==> src/verilog/gpu_settings.svh <==
`ifndef GPU_SETTINGS_SVH
`define GPU_SETTINGS_SVH

// hardware resources
`define GPU_NUM_WARPS 8
`define GPU_TASK_DEPTH 256
`define GPU_REG_POOL 32

// task word layout
`define GPU_TASK_VALID_BIT 28
`define GPU_TASK_SWID_LSB 20
`define GPU_TASK_PC_LSB 11
`define GPU_TASK_MASK_LSB 3

// the register count occupies bits 2..0

`endif

==> src/verilog/gpu_pkg.sv <==
`include "gpu_settings.svh"

package gpu_pkg;

	// one kernel task as written by the host loader
	typedef logic [`GPU_TASK_VALID_BIT:0] task_word_t;

	// identifiers
	typedef logic [$clog2(`GPU_NUM_WARPS)-1:0] hw_warp_id_t;
	typedef logic [7:0] sw_warp_id_t;
	typedef logic [$clog2(`GPU_TASK_DEPTH)-1:0] task_idx_t;

	// task fields
	typedef logic [8:0] start_pc_t;
	typedef logic [7:0] active_mask_t;
	typedef logic [2:0] reg_count_t;

	// free pool count, wide enough to hold the full pool
	typedef logic [$clog2(`GPU_REG_POOL):0] reg_units_t;

	typedef enum logic [1:0] {
		TM_WAITING,
		TM_WORKING,
		TM_COMPLETE,
		TM_CLEARING
	} tm_state_t;

endpackage

==> src/verilog/reg_budget.sv <==
`timescale 1ns/1ps
`include "gpu_settings.svh"

module reg_budget (
	input  logic                clk,
	input  logic                rst,
	input  logic                clear,
	input  gpu_pkg::reg_count_t head_nreg,
	input  gpu_pkg::reg_count_t exit_nreg,
	input  logic                alloc,
	input  logic                release_en,
	output logic                admit
);
	import gpu_pkg::*;

	reg_units_t free_units;
	reg_units_t head_cost;
	reg_units_t exit_cost;
	reg_units_t units_taken;
	reg_units_t units_back;

	// odd counts round up by one, even counts take two extra
	function automatic reg_units_t cost_of(input reg_count_t count);
		reg_units_t base;
		base = reg_units_t'(count);
		return count[0] ? base + 1'b1 : base + 2'd2;
	endfunction

	assign head_cost = cost_of(head_nreg);
	assign exit_cost = cost_of(exit_nreg);

	// full cost must fit in what is left
	assign admit = (free_units >= head_cost);

	assign units_taken = alloc ? head_cost : '0;
	assign units_back  = release_en ? exit_cost : '0;

	// allocation and release may land on the same edge
	always_ff @(posedge clk or negedge rst) begin
		if (!rst) begin
			free_units <= reg_units_t'(`GPU_REG_POOL);
		end else if (clear) begin
			free_units <= reg_units_t'(`GPU_REG_POOL);
		end else if (alloc || release_en) begin
			free_units <= free_units - units_taken + units_back;
		end
	end

endmodule

==> config.mk <==
export PLATFORM = sky130hd
export DESIGN_NAME = reg_budget
export DESIGN_NICKNAME = d
export VERILOG_FILES = /design/src/verilog/gpu_pkg.sv /design/src/verilog/reg_budget.sv
export VERILOG_INCLUDE_DIRS = /design/src /design/src/verilog
export SDC_FILE = /design/constraint.sdc
export NUM_CORES = 1
export LEC_CHECK = 0
export ABC_AREA = 1
export BUFFER_PORTS_ARGS = -buffer_cell sky130_fd_sc_hd__buf_2
export CORE_MARGIN = 2
export CORE_UTILIZATION = 40
export CTS_CLUSTER_DIAMETER = 80
export DETAILED_ROUTE_END_ITERATION = 8
export PLACE_DENSITY = 0.67
export SYNTH_ARGS = -nofsm -noshare
export SYNTH_HDL_FRONTEND = slang
export SYNTH_SLANG_ARGS = --single-unit
export TNS_END_PERCENT = 10
==> constraint.sdc <==
create_clock -name clk -period 2.3 [get_ports clk]
set_input_delay 0.115 -clock clk [delete_from_list [all_inputs] [get_ports clk]]
set_output_delay 0.115 -clock clk [all_outputs]
set_load 0.01 [all_outputs]
==> impl_results.md, run 1 <==
- Status: finished clean
- Pre-CTS WS: 0.137 ns
- Grt total ovfl: 0
- WP data arrival: 2.15 ns
- DP HPWL: 1060 um
- Cts bufs inserted: 3
- FP Rows: 14
- CTS root buf: clkbuf_4
- Syn. warnings: 0
- Area of the multi-input gates: 405 um2
- Most flops, register: free_units
- Min cycle time layout: 1.97 ns
- Worst path required time: between 2 and 2.5 ns
- Core footprint: 1520 um2
- Filler cells: 155
- Met1 global-route usage: 0.170
- Max incr delay on CP: 0.54 ns
- Biggest regs: free_units (6)
- Total design power: 0.694 mW
- Busiest grt layer: met2
- Clock transition at path regs: 0.05 ns
- Register area: approximately 150 um2
- Crit-path max FO: 3
- Max_slew headroom: 0.890
- Initial DRC Count: 6
- Actual slew at the worst max-slew pin: 0.164 ns
- Top post-synthesis cells by count: 26 x inv_1, 16 x nand2_1, 10 x ha_1
- CP cell instances: inv_1 -> fa_1 -> inv_1 -> fa_1 -> nand2_1 -> nand2_1 -> nand3_1 -> nand3_1 -> nand2_1 -> inv_1
- Post-synth net total: about 110
- Share of cells above drive strength 1: 0.178
- Total track usage: 0.150
- Most used DFF post-synth: dfrtp_1
- Antenna violations before repair: 0
- Yosys top cell area share: 0.189
- Post-CTS Setup Bufs: 0
- Layout Utilization: 0.501
- Clock latency at the later pin of the worst-skew pair: 0.25 ns
- Pleak: 0.456 nW
- Max Freq: 0.508 GHz
- Final Hold Viols: 0
- WL final: 1240 um
- Post-synth EDFFs: 0
- WL per Instance: around 11 um
- N_diodes: 0
- First-pass GRT wire length: roughly 2200 um
- Flops & latches, synth: 6
- Largest net degree at the start of global routing: 7
- Initial core utilization: 0.434
- CTS H-tree lvls: 1
- Via Count: 554
- Worst Skew: 0.00653 ns
- Dominant cells by area after synthesis: dfrtp_1 19%, ha_1 19%, inv_1 15%
- Final setup fails: 0
- Final instance area: 763 um2
- First-pass iteration count of the detailed router: 3
- Slowest cell on crit path: fa_1
- GR met3 Demand/Resource: 0.0367
- Area of the mapped netlist: 662 um2
- Placed cell area: about 730 um2
- Setup TNS: 0 ns
- Met2 Usage GRT: 0.272
- Vias in the first global route: 564
- Worst-case clock buffer depth: 2
- Post-layout net count: 127
- CTS tree: yes
- Post-DRT Antenna Nets: 0
- CP bufs+invs: 3
- Crit path max-delay family: adder cells
- Die area: around 2000 um2
- Cell area power density: between 900 and 1000 nW/um2
- Most frequent cell after synthesis: inv_1
- Residual DRC: 0
- IO buf count: 9
- Vias per std cell: about 4.7
- Synth Instances: 87
- Startpoint class of the critical path: flop
- Die Wd: 44.7 um
- Synth area leader: dfrtp_1
- Die Ht: approximately 45 um
- Crit. End Element: flop
- Final worst slack: 0.330 ns
- Tcrit/Tclk final: 0.856
- Syn Area/Cell: 7.61 um2
- Slew Limit Fails: 0
- Clock sinks: 6
- CP Class: reg2reg
- Post-synth ARST share: 1.00
- Worst VDD drop: about 0.31 mV
- Number of max-cap violations: 0
- Sequential element share of the synthesized area: 0.229
- RSZ-0062 raised after global routing: false
- Largest register FFs: 6
- P&R area growth vs syn: 15.3%
- IO Count: 12
- GP Congestion: 0.826
- Yosys cell types: 18
- Hold Path Class: in2reg
## stage by stage
stage | hold WS [ns] | std cells
after floorplan | -0.181 | 87
after global placement | -0.0597 | 112
after detailed placement | -0.0569 | 112
after CTS | 0.0938 | 117
after global routing | 0.102 | 117
final | 0.0971 | 117
## per-layer routing
metal | up-vias | wire [um]
met5 | - | 0
li1 | 294 | -
met2 | 6 | 656
met3 | 0 | 30
met4 | 0 | 0
met1 | 254 | 557
## area by class of cell
cell class | count | area share
Clock buffer | 4 | 0.0344
Inverter | 28 | 0.138
Multi-Input combinational cell | 53 | 0.531
Sequential cell | 6 | 0.198
Tap cell | 16 | 0.0262
Timing Repair Buffer | 10 | 0.0721
## logic make-up after synthesis
family          count (synthesis)  synth area share
compound gates                  7            0.0737
xor+xnor                        1            0.0132
fa+ha+maj                      14             0.310
buf+inv                        28             0.159
flops                           6             0.229
simple gates                   31             0.216
## path summary, 6_finish.rpt
path | start | end | slack [ns] | depth (start not counted)
min in group asynchronous | rst | free_units[3]$_DFFE_PN0P_ | 0.23 | 2
worst max-delay path | free_units[2]$_DFFE_PN0P_ | free_units[5]$_DFFE_PN1P_ | 0.33 | 10
max in group asynchronous | rst | free_units[5]$_DFFE_PN1P_ | 1.85 | 2
worst min register to register | free_units[4]$_DFFE_PN0P_ | free_units[4]$_DFFE_PN0P_ | 0.48 | 2
worst max register to register | free_units[2]$_DFFE_PN0P_ | free_units[5]$_DFFE_PN1P_ | 0.33 | 10
worst min-delay path | clear | free_units[0]$_DFFE_PN0P_ | 0.1 | 2
## report_power, final
group	total, mW	internal, mW	switching, mW
clock	0.107	0.0659	0.0409
combinational	0.432	0.178	0.255
sequential	0.155	0.141	0.0141
total	0.694	0.384	0.310
## placed cells by master (no fill, tap or decap), types with 3 or more instances in the layout
master     n
fa_1       4
clkbuf_4   3
nor2_1     3
buf_2      9
inv_1     26
nand2_1   16
dfrtp_1    5
ha_1      10
nand3_1    7
## repair_timing
item	CTS	global route
resized for setup	0	0
hold buffers	1	0
endpoints found under the hold margin	6	0
(Power assumes the default switching activity.)
==> run 2: changes to the inputs <==
--- a/config.mk
+++ b/config.mk
@@ -9,10 +9,10 @@
 export ABC_AREA = 1
 export BUFFER_PORTS_ARGS = -buffer_cell sky130_fd_sc_hd__buf_2
 export CORE_MARGIN = 2
-export CORE_UTILIZATION = 40
+export CORE_UTILIZATION = 35
 export CTS_CLUSTER_DIAMETER = 80
 export DETAILED_ROUTE_END_ITERATION = 8
-export PLACE_DENSITY = 0.67
+export PLACE_DENSITY_LB_ADDON = 0.3
 export SYNTH_ARGS = -nofsm -noshare
 export SYNTH_HDL_FRONTEND = slang
 export SYNTH_SLANG_ARGS = --single-unit
==> run 2 against run 1 <==
  * Via count down 2.2%
  * Combinational power about the same
  * Die area up 13%
  * Global-route usage down 2.8 points
  * Wire length down 2.6%
  * Final cell count up 7.7%
  * Clock skew up 0.0027 ns
  * Largest power group unchanged
  * Highest routed layer is now met4
==> impl_results.md, run 2 (synthesized netlist as in run 1, its figures left out) <==
- WL per Instance: 9.61 um (-9.5%)
- IO buf count: 9 (unchanged)
- Filler cells: 183 (+18%)
- WL final: 1210 um (-2.6%)
- Origin of the critical flop-to-flop path: free_units[2]$_DFFE_PN0P_
- R2r setup slk: 0.34 ns (about the same)
- Pre-CTS WS: 0.122 ns (-0.0150 ns)
- CTS root buf: clkbuf_4
- Pleak: 0.456 nW (unchanged)
- Vias per std cell: 4.30 (-9.2%)
- Worst path required time: 2.48 ns (about the same)
- Worst-case clock buffer depth: 2 (unchanged)
- Startpoint class of the critical path: flop
- Post-layout net count: 127 (unchanged)
- Actual slew at the worst max-slew pin: 0.179 ns (+0.0153 ns)
- Final setup fails: 0 (unchanged)
- GR met3 Demand/Resource: 0.0113 (-0.0254)
- Total track usage: 0.123 (-0.0276)
- Area of the multi-input gates: 405 um2 (unchanged)
- Slew Limit Fails: 0 (unchanged)
- Non-Filler Instances: 126 (+7.7%)
- Clock sinks: 6 (unchanged)
- Switch share: 0.448 (+0.00101)
- Placed Cells: 121 (+8.0%)
- Final Hold Viols: 0 (unchanged)
- Reg power frac: 0.218 (-0.005)
- Residual DRC: 0 (unchanged)
- Tcrit/Tclk final: 0.854 (-0.00249)
- N_diodes: 0 (unchanged)
- Min-delay src: clear
- Busiest grt layer: met2
- Initial DRC Count: 12 (+6)
- GP Congestion: 0.787 (-4.7%)
- Crit-path max FO: 3 (unchanged)
- WP data arrival: 2.15 ns (about the same)
- Largest net degree at the start of global routing: 7 (unchanged)
- Largest register FFs: 6 (unchanged)
- FF-to-FF path depth: 10 (unchanged)
- Max_slew headroom: 0.880 (-0.00904)
- Biggest regs: free_units (6)
- Clock Power Share: 0.158 (+0.004)
- Final worst slack: 0.336 ns (+0.00572 ns)
- Commonest non-fill, non-tap cell in the layout: inv_1
- Worst Skew: 0.00922 ns (+0.00269 ns)
- FP Rows: 15 (+1)
- CTS tree: yes
- IO Count: 12 (unchanged)
- Vias in the first global route: 486 (-14%)
- RSZ-0062 raised after global routing: false
- Crit. End Element: flop
- Cell area power density: 901 nW/um2 (-0.94%)
- Worst VDD drop: 0.352 mV (+12%)
- Hold depth: 2 (unchanged)
- Setup TNS: 0 ns (unchanged)
- Min cycle time layout: 1.96 ns (-0.00572 ns)
- Antenna violations before repair: 0 (unchanged)
- Via Count: 542 (-2.2%)
- Die Ht: 47.5 um (+6.3%)
- Met2 Usage GRT: 0.219 (-0.0535)
- Worst flop-to-flop path endpoint: free_units[5]$_DFFE_PN1P_
- P&R area growth vs syn: 17.0%
- Share of cells above drive strength 1: 0.178 (unchanged)
- Clock transition at path regs: 0.05 ns (about the same)
- Hold Path Class: in2reg
- WHS Endpoint: free_units[0]$_DFFE_PN0P_
- Grt total ovfl: 0 (unchanged)
- Initial core utilization: 0.379 (-0.0551)
- Die Wd: 47.5 um (+6.3%)
- Core footprint: 1750 um2 (+15%)
- CP Class: reg2reg
- Status: finished clean
- Cts bufs inserted: 3 (unchanged)
- Met1 global-route usage: 0.151 (-0.0190)
- First-pass GRT wire length: 1900 um (-13%)
- Register area: 151 um2 (unchanged)
- Max Freq: 0.509 GHz (+0.29%)
- DP HPWL: 1070 um (+1.5%)
- Most frequent cells in the layout: 26 x inv_1, 16 x nand2_1, 10 x ha_1
- CTS H-tree lvls: 1 (unchanged)
- Clock latency at the later pin of the worst-skew pair: 0.26 ns (about the same)
- Internal Power: 0.385 mW (+0.34%)
- Comb power frac: 0.624 (about the same)
- Post-DRT Antenna Nets: 0 (unchanged)
- Die area: 2250 um2 (+13%)
- Most flops, register: free_units
- Number of max-cap violations: 0 (unchanged)
- Sw Pwr: 0.312 mW (+0.75%)
- First-pass iteration count of the detailed router: 4 (+1)
[run 2: cell type report]
class,instances,area share
Tap cell,25,0.0404
Clock buffer,4,0.0339
Timing Repair Buffer,10,0.0711
Inverter,28,0.136
Sequential cell,6,0.195
Multi-Input combinational cell,53,0.523
[run 2: what timing repair did]
action	4_1_cts	5_1_grt
setup buffers	0	0
hold buffers	1	0
endpoints found under the hold margin	6	0
gates resized for setup	0	0
[run 2: worst max path at each step]
stage,slack (ns),to,start,cells past startpoint
6_report,0.34,free_units[5]$_DFFE_PN1P_,free_units[2]$_DFFE_PN0P_,10
5_1_grt,0.18,free_units[5]$_DFFE_PN1P_,free_units[2]$_DFFE_PN0P_,10
4_1_cts,0.33,free_units[5]$_DFFE_PN1P_,free_units[2]$_DFFE_PN0P_,10
3_5_place_dp,0.12,free_units[5]$_DFFE_PN1P_,head_nreg[1],13
3_3_place_gp,0.15,free_units[5]$_DFFE_PN1P_,head_nreg[1],13
2_1_floorplan,0.38,free_units[5]$_DFFE_PN1P_,head_nreg[1],12
[run 2: per-stage QoR]
| stage | total power, mW | hold WS (ns) | area, um2 | utilization |
|---|---|---|---|---|
| 6_report | 0.698 | 0.0865 | 774 | 0.444 |
| 5_1_grt | 0.781 | 0.0859 | 774 | 0.444 |
| 4_1_cts | 0.704 | 0.0864 | 774 | 0.444 |
| 3_5_place_dp | 0.589 | -0.0519 | 738 | 0.423 |
| 3_3_place_gp | 0.579 | -0.0577 | 738 | 0.423 |
| 2_1_floorplan | 0.493 | -0.181 | 662 | - |
[run 2: power groups by stage]
stage                     clock (mW)  sequential (mW)  combinational, mW
after floorplan                    0            0.152              0.341
after global placement             0            0.154              0.424
after detailed placement           0            0.154              0.436
after CTS                      0.113            0.152              0.439
after global routing           0.120            0.154              0.507
final                          0.110            0.152              0.435
[run 2: per-layer routing]
metal  wire length, um  vias to the layer above
li1                  -                      292
met5                 0                        -
met4                21                        0
met2               619                       10
met1               542                      238
met3                29                        2
[run 2: critical path, cell delays in order, from the launching register on]
cell,delay [ns]
dfrtp_1,0.34
inv_1,0.08
fa_1,0.53
inv_1,0.07
fa_1,0.49
nand2_1,0.10
nand2_1,0.05
nand3_1,0.06
nand3_1,0.08
nand2_1,0.06
inv_1,0.03
