<file path="config.mk">
export PLATFORM = sky130hd
export DESIGN_NAME = free_warp_pool
export DESIGN_NICKNAME = d
export VERILOG_FILES = /design/src/verilog/gpu_pkg.sv /design/src/verilog/free_warp_pool.sv
export VERILOG_INCLUDE_DIRS = /design/src /design/src/verilog
export SDC_FILE = /design/constraint.sdc
export NUM_CORES = 1
export LEC_CHECK = 0
export BUFFER_PORTS_ARGS = -buffer_cell sky130_fd_sc_hd__buf_4
export CORE_MARGIN = 2
export CORE_UTILIZATION = 40
export CTS_CLUSTER_DIAMETER = 100
export DETAILED_ROUTE_END_ITERATION = 10
export SYNTH_ARGS = -nofsm -noshare
export SYNTH_HDL_FRONTEND = slang
export SYNTH_SLANG_ARGS = --single-unit
</file>
<file path="constraint.sdc">
create_clock -name clk -period 3.1 [get_ports clk]
set_input_delay 0.62 -clock clk [delete_from_list [all_inputs] [get_ports clk]]
set_output_delay 0.62 -clock clk [all_outputs]
set_load 0.03 [all_outputs]
</file>
<file path="src/verilog/gpu_settings.svh">
`ifndef GPU_SETTINGS_SVH
`define GPU_SETTINGS_SVH

// hardware resources
`define GPU_NUM_WARPS 8
`define GPU_TASK_DEPTH 256
`define GPU_REG_POOL 32

// task word layout
`define GPU_TASK_VALID_BIT 28
`define GPU_TASK_SWID_LSB 20
`define GPU_TASK_PC_LSB 11
`define GPU_TASK_MASK_LSB 3

// the register count occupies bits 2..0

`endif

</file>
<file path="src/verilog/gpu_pkg.sv">
`include "gpu_settings.svh"

package gpu_pkg;

	// one kernel task as written by the host loader
	typedef logic [`GPU_TASK_VALID_BIT:0] task_word_t;

	// identifiers
	typedef logic [$clog2(`GPU_NUM_WARPS)-1:0] hw_warp_id_t;
	typedef logic [7:0] sw_warp_id_t;
	typedef logic [$clog2(`GPU_TASK_DEPTH)-1:0] task_idx_t;

	// task fields
	typedef logic [8:0] start_pc_t;
	typedef logic [7:0] active_mask_t;
	typedef logic [2:0] reg_count_t;

	// free pool count, wide enough to hold the full pool
	typedef logic [$clog2(`GPU_REG_POOL):0] reg_units_t;

	typedef enum logic [1:0] {
		TM_WAITING,
		TM_WORKING,
		TM_COMPLETE,
		TM_CLEARING
	} tm_state_t;

endpackage

</file>
<file path="src/verilog/free_warp_pool.sv">
`timescale 1ns/1ps
`include "gpu_settings.svh"

module free_warp_pool (
	input  logic                 clk,
	input  logic                 rst,
	input  logic                 clear,
	input  logic                 pop,
	input  logic                 push,
	input  gpu_pkg::hw_warp_id_t push_id,
	output gpu_pkg::hw_warp_id_t head_id,
	output logic                 empty
);
	import gpu_pkg::*;

	localparam int PTR_W = $clog2(`GPU_NUM_WARPS);

	hw_warp_id_t    ids [`GPU_NUM_WARPS];
	logic [PTR_W:0] rd_ptr;
	logic [PTR_W:0] wr_ptr;

	// the list starts full
	// so the write pointer sits one lap ahead of the read pointer
	always_ff @(posedge clk or negedge rst) begin
		if (!rst) begin
			rd_ptr <= '0;
			wr_ptr <= {1'b1, {PTR_W{1'b0}}};
			for (int i = 0; i < `GPU_NUM_WARPS; i++) begin
				ids[i] <= hw_warp_id_t'(i);
			end
		end else if (clear) begin
			rd_ptr <= '0;
			wr_ptr <= {1'b1, {PTR_W{1'b0}}};
			for (int i = 0; i < `GPU_NUM_WARPS; i++) begin
				ids[i] <= hw_warp_id_t'(i);
			end
		end else begin
			// hand out the head id
			if (pop) begin
				rd_ptr <= rd_ptr + 1'b1;
			end
			// exited warp goes to the tail
			if (push) begin
				ids[wr_ptr[PTR_W-1:0]] <= push_id;
				wr_ptr <= wr_ptr + 1'b1;
			end
		end
	end

	assign head_id = ids[rd_ptr[PTR_W-1:0]];

	// equal pointers including the lap bit mean nothing is free
	assign empty = (rd_ptr == wr_ptr);

endmodule

</file>
==> results of run 1 <==
-- placed cells by master, fill, tap and decap left out, drive strengths merged, types with 3 or more instances in the layout --
cell type   n
a211o      12
and4bb      3
buf        11
clkbuf      6
dfrtp      19
dfstp      13
inv         3
mux2        3
mux2i      14
mux4        6
nand4b      3
nor2       28
nor2b       3
xor2        8
-- cells in the mapped netlist --
cell / count
mux4_1: 6
xor2_1: 8
clkbuf_1: 5
dfrtp_1: 19
xnor2_1: 2
nand2b_1: 1
buf_2: 4
nor4_1: 1
nand2_1: 2
mux2_2: 3
ha_1: 2
nor4b_4: 1
nor2_1: 28
a211o_1: 12
dfstp_2: 13
nor2b_1: 3
mux2i_1: 14
inv_1: 3
and4bb_2: 3
buf_6: 1
nand4b_1: 3
nand4_1: 2
-- layer usage --
metal  up-vias  track usage, %  share of wire, %
li1        502               -                 -
met1       540           20.72                45
met2        20           28.97                49
met3         7           4.058               4.1
met4         0           6.750               1.9
met5         -               0                 0
-- report_power, final --
group / switching, mW / internal (mW)
registers: 0.0243 / 0.433
logic: 0.0562 / 0.0548
clock network: 0.149 / 0.177
-- sequential cells by signal (all words and copies together), names as in the netlist --
register  flops
ids          24
rd_ptr        4
wr_ptr        4
-- cell families after synthesis --
group	synth area share, %
DFF	48.88
muxes	19.83
and+or+nand+nor	14.60
adders and majority gates	1.497
xor gates and xnor gates	5.240
buffers and inverters	3.668
AOI/OAI and AO/OA	6.287
-- worst min path at each step --
| stage | startpoint | to | slack (ns) | depth (start not counted) |
|---|---|---|---|---|
| 2_1_floorplan | rst | ids[10]$_DFFE_PN0P_ | 0.32 | 0 |
| 3_3_place_gp | ids[9]$_DFFE_PN0P_ | ids[9]$_DFFE_PN0P_ | 0.51 | 2 |
| 3_5_place_dp | ids[19]$_DFFE_PN0P_ | ids[19]$_DFFE_PN0P_ | 0.52 | 2 |
| 4_1_cts | rst | ids[23]$_DFFE_PN0P_ | 0.27 | 1 |
| 5_1_grt | rst | ids[21]$_DFFE_PN0P_ | 0.28 | 1 |
| 6_report | rst | ids[15]$_DFFE_PN0P_ | 0.26 | 1 |
-- layout make-up --
| class | instances | area (um2) |
|---|---|---|
| clock buffer | 6 | 82.58 |
| clock inverter | 2 | 10.01 |
| fill | 367 | 2141 |
| inverter | 3 | 11.26 |
| multi-input combinational | 91 | 793.3 |
| sequential | 32 | 817.0 |
| tap | 50 | 62.56 |
| timing repair buffer | 11 | 82.58 |
-- through the flow --
stage | hold slack [ns] | cells | worst slack (ns) | total power [mW] | util, %
finish | 0.2602 | 195 | 0.4942 | 0.8936 | 46.48
global route | 0.2818 | 195 | 0.4374 | 0.9381 | 46.48
detailed placement | 0.5187 | 187 | 0.8098 | 0.5763 | 44.17
CTS | 0.2681 | 195 | 0.4916 | 0.9068 | 46.48
global placement | 0.5056 | 187 | 0.8491 | 0.5731 | 44.17
floorplan | 0.3244 | 136 | 0.7536 | 0.5386 | -
==> results_dict.tcl, run 1 <==
set metrics [dict create \
    portBuffers 11 \
    start_util_pct 41.79 \
    crit_start "rd_ptr[0]$_DFFE_PN0P_" \
    critical_path.top_delay_family "multiplexers" \
    clk_pin_slew_ns 0.07 \
    synth.avg_cell_area_um2 12.29 \
    cts_tree "yes" \
    fp.dieH_um 68.65 \
    cts_resized 0 \
    clk_latency_ns 0.28 \
    arrival_ns 1.99 \
    wl_per_cell_um 17.02 \
    r2r_cells 2 \
    hold_viol 0 \
    maxSlewViolCount 0 \
    period_needed_ns 2.606 \
    fin_tns_setup_ns 0 \
    grt_pass1_vias 1159 \
    critical_path_peak_fanout 10 \
    dr.first_iter.drc_count 20 \
    htreeDepth 2 \
    rsz0062_at_grt "false" \
    synth.distinct_cells 22 \
    clock.fmax_mhz 383.8 \
    cts_hold_buffers 0 \
    clock-sinks 32 \
    worst_path_max_delay_cell "dfrtp_1" \
    synthesis.nets 146 \
    remaining_drc_errors 0 \
    path_class "reg -> out" \
    synthCells 136 \
    cpPeakStageDelay_ns 0.62 \
    crit_path_start_kind "flip-flop" \
    required_ns 2.48 \
    grt_max_degree 33 \
    vias 1069 \
    cp_cell_sequence "mux4_1, mux2_2, buf_4" \
    yosys_register_bits 32 \
    hp-class "in -> async" \
    detail_route.wirelength_um 3318 \
    synth_top_cell_area_share_pct 28.44 \
    first_pass_iters 4 \
    rr_endpoint "ids[2]$_DFFE_PN1P_" \
    drive_above_1_share_pct 26.90 \
    max-vdd-ir-drop_mv 0.2614 \
    finClkSkew_ns 0.003824 \
    p_per_area_nw_per_um2 480.6 \
    ys_seq_area_share_pct 48.88 \
    rows 23 \
    setup_viol 0 \
    via_per_inst 5.482 \
    gp_congestion 0.7514 \
    chipWidth_um 68.65 \
    cts_root_buf "clkbuf_8" \
    regToRegSetupSlack_ns 1.64 \
    core_area_um2 4000 \
    drv_cap 0 \
    post_cts.repair.setup_buffers 0 \
    nets 154 \
    timing.rr.start "wr_ptr[1]$_DFFE_PN0P_" \
    num_io_pins 12 \
    slew-limit-headroom_pct 69.60 \
    cts_made_buffers 5 \
    power_leakage_nw 0.8235 \
    synthTopCellsByArea "dfrtp_1 (28%), dfstp_2 (20%), mux4_1 (9.4%)" \
    antenna_found_initial 0 \
    ys_warn_count 0 \
    dpl.hpwl_um 2302 \
    dieArea_um2 4712 \
    placed_area_um2 1767 \
    syn_area_um2 1672 \
    cts_buffer_depth 2 \
    n_antenna_cell 0 \
    cp.depth 3 \
    syn2layout_area_growth_pct 11.23 \
    grt_usage_pct 17.02 \
    final_cell_area_um2 1859 \
    crit_path_end "head_id[0]" \
    critPathCaptureType "output pin" \
    grt-ovfl-total 0 \
    outcome "complete, no violations" \
    min_period_over_period_pct 84.06 \
    path_buf_inv 1 \
    final_antenna_net_count 0 \
    grt_pass1_wl_um 5664 \
    worst_pin_slew_ns 0.4560 \
    synth_top_area_cell "dfrtp_1" \
]
Power figures use the tool's default switching activity.
==> run 2, diff against run 1 <==
- ABC_AREA: default -> 1
- clock period: 3.1 -> 2.48 ns (I/O delays scaled with it)
==> run 2 against run 1 <==
  * Synthesized area rose by 5.2%
  * Sequential share of layout area is 2.5 points lower
  * Flip-flop and latch count unchanged
  * Critical endpoint is now empty
  * Non-clock buffer count grew 3
  * Largest power group unchanged
  * Highest routed layer unchanged
  * Die area rose by 4.9%
  * Via count increased by 41%
==> results_dict.tcl, run 2 <==
set metrics [dict create \
    outcome "complete, no violations" \
    synth-edff-count 0 \
    synth.most_common_cell "nand2_1" \
    wl_per_cell_um 12.99 \
    path_buf_inv 2 \
    dpl.hpwl_um 3022 \
    ys_warn_count 0 \
    finClkSkew_ns 0.004370 \
    synthesis.nets 257 \
    final_antenna_net_count 0 \
    worst_path_max_delay_cell "dfrtp_1" \
    largest_reg_flops 24 \
    dieArea_um2 4941 \
    final_cell_mix "nand2_1 (80), inv_1 (38), nand3_1 (29), nor2_1 (28), dfrtp_1 (19)" \
    grt-ovfl-total 0 \
    crit_path_start_kind "flip-flop" \
    grt_max_degree 33 \
    n_antenna_cell 0 \
    min_period_over_period_pct 81.39 \
    grt_pass1_wl_um 7044 \
    antenna_found_initial 0 \
    cts_hold_buffers 0 \
    cts_root_buf "clkbuf_8" \
    portBuffers 11 \
    power_leakage_nw 1.026 \
    cp_cell_sequence "inv_1, nand2_1, nand4_1, nor2_1, buf_4" \
    core_area_um2 4294 \
    synth_top_cell_area_share_pct 27.05 \
    hp-class "in -> async" \
    synth-async-reset-ratio_pct 100.0 \
    gp_congestion 0.8298 \
    required_ns 1.98 \
    largest_registers "ids x24, rd_ptr x4, wr_ptr x4" \
    fin_tns_setup_ns 0 \
    critPathCaptureType "output pin" \
    total_power_mw 1.160 \
    grt_usage_pct 18.61 \
    synth_top_area_cell "dfrtp_1" \
    clk_pin_slew_ns 0.07 \
    path_class "reg -> out" \
    clock.fmax_mhz 495.4 \
    synthTopCellsByArea "dfrtp_1 (27%), dfstp_2 (19%), nand2_1 (17%)" \
    nets 271 \
    setup_viol 0 \
    cts_buffer_depth 2 \
    chipWidth_um 70.30 \
    worst_pin_slew_ns 0.4073 \
    maxSlewViolCount 0 \
    yosys_register_bits 32 \
    p_per_area_nw_per_um2 588.1 \
    grt_pass1_vias 1402 \
    syn_area_um2 1758 \
    start_util_pct 40.94 \
    hold_viol 0 \
    vias 1505 \
    fp.dieH_um 70.30 \
    remaining_drc_errors 0 \
    detail_route.wirelength_um 4078 \
    cts_resized 0 \
    cts_tree "yes" \
    ys_seq_area_share_pct 46.48 \
    synth.avg_cell_area_um2 7.117 \
    mostFrequentLayoutCell "nand2_1" \
    first_pass_iters 4 \
    htreeDepth 2 \
    arrival_ns 1.52 \
    rsz0062_at_grt "false" \
    synth_common_cells "nand2_1 (80), inv_1 (38), nand3_1 (29)" \
    clk_latency_ns 0.29 \
    slew-limit-headroom_pct 72.85 \
    syn2layout_area_growth_pct 12.24 \
    rows 24 \
    critical_path.top_delay_family "flip-flops" \
    cpPeakStageDelay_ns 0.53 \
    num_io_pins 12 \
    drive_above_1_share_pct 14.89 \
    largest_register "ids" \
    synthFlopType "dfrtp_1" \
    critical_path_peak_fanout 10 \
    max-vdd-ir-drop_mv 0.2255 \
    period_needed_ns 2.018 \
    clock-sinks 32 \
    synth.distinct_cells 19 \
    synthCells 247 \
    post_cts.repair.setup_buffers 0 \
    dr.first_iter.drc_count 130 \
    cts_made_buffers 5 \
    via_per_inst 4.793 \
    drv_cap 0 \
]
run 2: changes by cell type after synthesis, moves of 5 or more:
cell,delta
mux2i_1,-14
clkbuf_1,-5
nand2_1,+78
xor2_1,-8
inv_1,+35
mux4_1,-6
o21ai_0,+15
a21oi_1,+7
nand3_1,+29
a211o_1,-12
run 2: cell families after synthesis:
logic type	Yosys count	synth area share [%]
xor gates and xnor gates	1	0.4983
adders and majority gates	2	1.423
buffers and inverters	45	10.82
and+or+nand+nor	142	33.38
DFF	32	46.48
AOI/OAI and AO/OA	25	7.402
run 2: power by group:
| part | switching (mW) | internal, mW | total, mW |
|---|---|---|---|
| clock | 0.198 | 0.221 | 0.420 |
| combinational | 0.117 | 0.0588 | 0.176 |
| sequential | 0.0165 | 0.548 | 0.565 |
| total | 0.332 | 0.828 | 1.16 |
run 2: layout make-up:
class                      instances  area [um2]
clock buffer                       6       82.58
clock inverter                     2       10.01
fill                             462        2321
inverter                          38       142.6
multi-input combinational        170       750.7
sequential                        32       817.0
tap                               52       65.06
timing repair buffer              14       105.1
run 2: stage by stage:
| step | area, um2 | hold slack (ns) | utilization [%] | worst slack (ns) | instances |
|---|---|---|---|---|---|
| after floorplan | 1758 | 0.2004 | - | 0.7341 | 247 |
| after global placement | 1881 | 0.4602 | 43.79 | 0.8025 | 306 |
| after detailed placement | 1881 | 0.4600 | 43.79 | 0.7764 | 306 |
| after CTS | 1973 | 0.1441 | 45.95 | 0.4470 | 314 |
| after global routing | 1973 | 0.1594 | 45.95 | 0.2899 | 314 |
| final | 1973 | 0.1300 | 45.95 | 0.4616 | 314 |
run 2: final timing paths:
kind | depth (start not counted) | end | start | slack, ns
max in group asynchronous | 1 | wr_ptr[3]$_DFFE_PN1P_ | rst | 2.01
min in group clk | 2 | rd_ptr[1]$_DFFE_PN0P_ | clear | 0.43
hold reg to reg | 2 | ids[2]$_DFFE_PN1P_ | ids[2]$_DFFE_PN1P_ | 0.49
setup reg to reg | 6 | ids[12]$_DFFE_PN1P_ | wr_ptr[1]$_DFFE_PN0P_ | 1.27
setup / recovery | 5 | empty | rd_ptr[1]$_DFFE_PN0P_ | 0.46
hold / removal | 1 | ids[7]$_DFFE_PN0P_ | rst | 0.13
run 2: metal layers:
metal	wire, um	vias up	global-route usage, %
li1	-	789	-
met1	2125	691	27.36
met2	1748	18	26.00
met3	125	7	4.473
met4	79	0	7.692
met5	0	-	0
==> run 3, diff against run 2 <==
- clock period: 2.48 -> 1.7 ns (I/O delays scaled with it)
==> run 3 against run 2 <==
  * Final cell count rose by 1.9%
  * Register-to-register slack worse by 0.89 ns
  * First-iteration DRC count decreased by 25%
  * Final area is 4.9% higher
  * Total power increased by 52%
  * Core utilization is 2.2 points higher
  * The flow now finishes with violations (setup timing)
  * Routed wire length is 2.9% higher
  * Largest power group unchanged
  * Highest routed layer unchanged
  * Flip-flop and latch count unchanged
  * Via count increased by 3.3%
==> results_dict.tcl, run 3 (synthesized netlist as in run 2, its figures left out) <==
set metrics [dict create \
    dr.first_iter.drc_count 97 \
    grt_pass1_vias 1425 \
    worst_pin_slew_ns 0.4099 \
    min_period_over_period_pct 104.3 \
    crit_path_start_kind "flip-flop" \
    cts_made_buffers 5 \
    hp-class "in -> reg" \
    grt-ovfl-total 0 \
    largest_register "ids" \
    grt_max_degree 33 \
    maxSlewViolCount 0 \
    mostFrequentLayoutCell "nand2_1" \
    finClkSkew_ns 0.008232 \
    core_area_um2 4294 \
    min_to "rd_ptr[1]$_DFFE_PN0P_" \
    critical_path_peak_fanout 7 \
    clk_latency_ns 0.28 \
    largest_reg_flops 24 \
    syn2layout_area_growth_pct 17.72 \
    seq_power_share_pct 46.8 \
    htreeDepth 2 \
    grt_pass1_wl_um 7010 \
    grt_usage_pct 18.59 \
    drive_above_1_share_pct 18.66 \
    antenna_found_initial 0 \
    timing.rr.start "rd_ptr[0]$_DFFE_PN0P_" \
    vias 1555 \
    rsz0062_at_grt "true" \
    placed_area_um2 1896 \
    regToRegSetupSlack_ns 0.38 \
    swShare_pct 27.53 \
    max-vdd-ir-drop_mv 0.5852 \
    failed_checks "setup timing" \
    cp_cell_sequence "clkinvlp_4, nand2_1, nand3_1, nand2_1, nand2_1, nand2_1, buf_6" \
    power_leakage_nw 1.053 \
    setup_viol 4 \
    grtUsageMet3_pct 4.040 \
    use_met1_pct 25.76 \
    hold_viol 0 \
    p_clk_share_pct 36.8 \
    power.internal_mw 1.274 \
    chipWidth_um 70.30 \
    r2r_cells 5 \
    timing.final.ws_setup_ns -0.07364 \
    first_pass_iters 4 \
    cts_tree "yes" \
    outcome "finished, violations left" \
    crit_start "rd_ptr[0]$_DFFE_PN0P_" \
    critical_path.top_delay_family "flip-flops" \
    p_per_area_nw_per_um2 849.7 \
    drv_cap 0 \
    arrival_ns 1.43 \
    final_antenna_net_count 0 \
    period_needed_ns 1.774 \
    nets 277 \
    min_path_cells 2 \
    cp_common_cell "nand2_1" \
    path_class "reg -> out" \
    largest_registers "ids x24, rd_ptr x4, wr_ptr x4" \
    place_ws_ns 0.2212 \
    remaining_drc_errors 0 \
    pwr-share-comb_pct 16.4 \
    cpPeakStageDelay_ns 0.44 \
    fp.dieH_um 70.30 \
    num_io_pins 12 \
    via_per_inst 4.859 \
    cts_root_buf "clkbuf_8" \
    required_ns 1.36 \
    final_cell_area_um2 2069 \
    start_util_pct 40.94 \
    n_antenna_cell 0 \
    final_cell_mix "nand2_1 (78), inv_1 (37), nand3_1 (28), nor2_1 (27), dfrtp_1 (17)" \
    min_from "clear" \
    detail_route.wirelength_um 4198 \
    slew-limit-headroom_pct 72.68 \
    clock-sinks 32 \
    clock.fmax_mhz 563.8 \
    clk_pin_slew_ns 0.07 \
    use_met2_pct 29.04 \
    rr_endpoint "rd_ptr[1]$_DFFE_PN0P_" \
    worst_path_max_delay_cell "dfrtp_2" \
    wl_per_cell_um 13.12 \
    grt.busiest_layer "met2" \
    rows 24 \
    gp_congestion 0.8594 \
    path_buf_inv 2 \
    critPathCaptureType "output pin" \
    total_power_mw 1.758 \
    dpl.hpwl_um 3006 \
    p_sw_mw 0.4841 \
    portBuffers 11 \
    dieArea_um2 4941 \
    cts_buffer_depth 2 \
]
## run 3: power groups by stage
stage | Combinational (mW) | Sequential [mW] | Clock (mW)
global route | 0.324 | 0.827 | 0.706
CTS | 0.287 | 0.822 | 0.660
detailed placement | 0.267 | 0.832 | 0
global placement | 0.268 | 0.832 | 0
floorplan | 0.178 | 0.827 | 0
finish | 0.288 | 0.823 | 0.647
## run 3: final cells by class
class | count | area [um2]
Sequential cell | 32 | 819.5
Timing Repair inverter | 1 | 7.507
Timing Repair Buffer | 19 | 167.7
Tap cell | 52 | 65.06
Multi-Input combinational cell | 170 | 763.2
Inverter | 38 | 146.4
Fill cell | 440 | 2225
Clock buffer | 8 | 100.1
## run 3: what timing repair did
| action | CTS | global route |
|---|---|---|
| hold buffers | 1 | 0 |
| cloned | 1 | 0 |
| pin swaps | 3 | 4 |
| endpoints found under the setup margin | 4 | 4 |
| gates resized for setup | 9 | 5 |
| setup buffers | 2 | 0 |
| endpoints found under the hold margin | 4 | 0 |
## run 3: per-stage QoR
step | hold slack (ns) | setup TNS (ns) | cells | utilization (%)
3_3_place_gp | 0.3069 | 0 | 308 | 44.14
2_1_floorplan | 0.04441 | 0 | 247 | -
3_5_place_dp | 0.3033 | 0 | 308 | 44.14
4_1_cts | 0.2667 | -0.07954 | 320 | 47.84
5_1_grt | 0.2758 | -0.5097 | 320 | 48.19
6_report | 0.2724 | -0.1526 | 320 | 48.19
## run 3: how the worst max path moves through the flow
stage,endpoint,slack [ns],cells after the start
CTS,head_id[2],-0.03,7
finish,head_id[2],-0.07,7
global placement,head_id[2],0.24,7
detailed placement,head_id[1],0.22,7
global route,head_id[2],-0.18,7
floorplan,empty,0.11,6
## run 3: layer usage
metal  vias to the layer above  wire, um
li1                        802         -
met1                       715      2075
met2                        31      1880
met3                         7       155
met4                         0        87
met5                         -         0
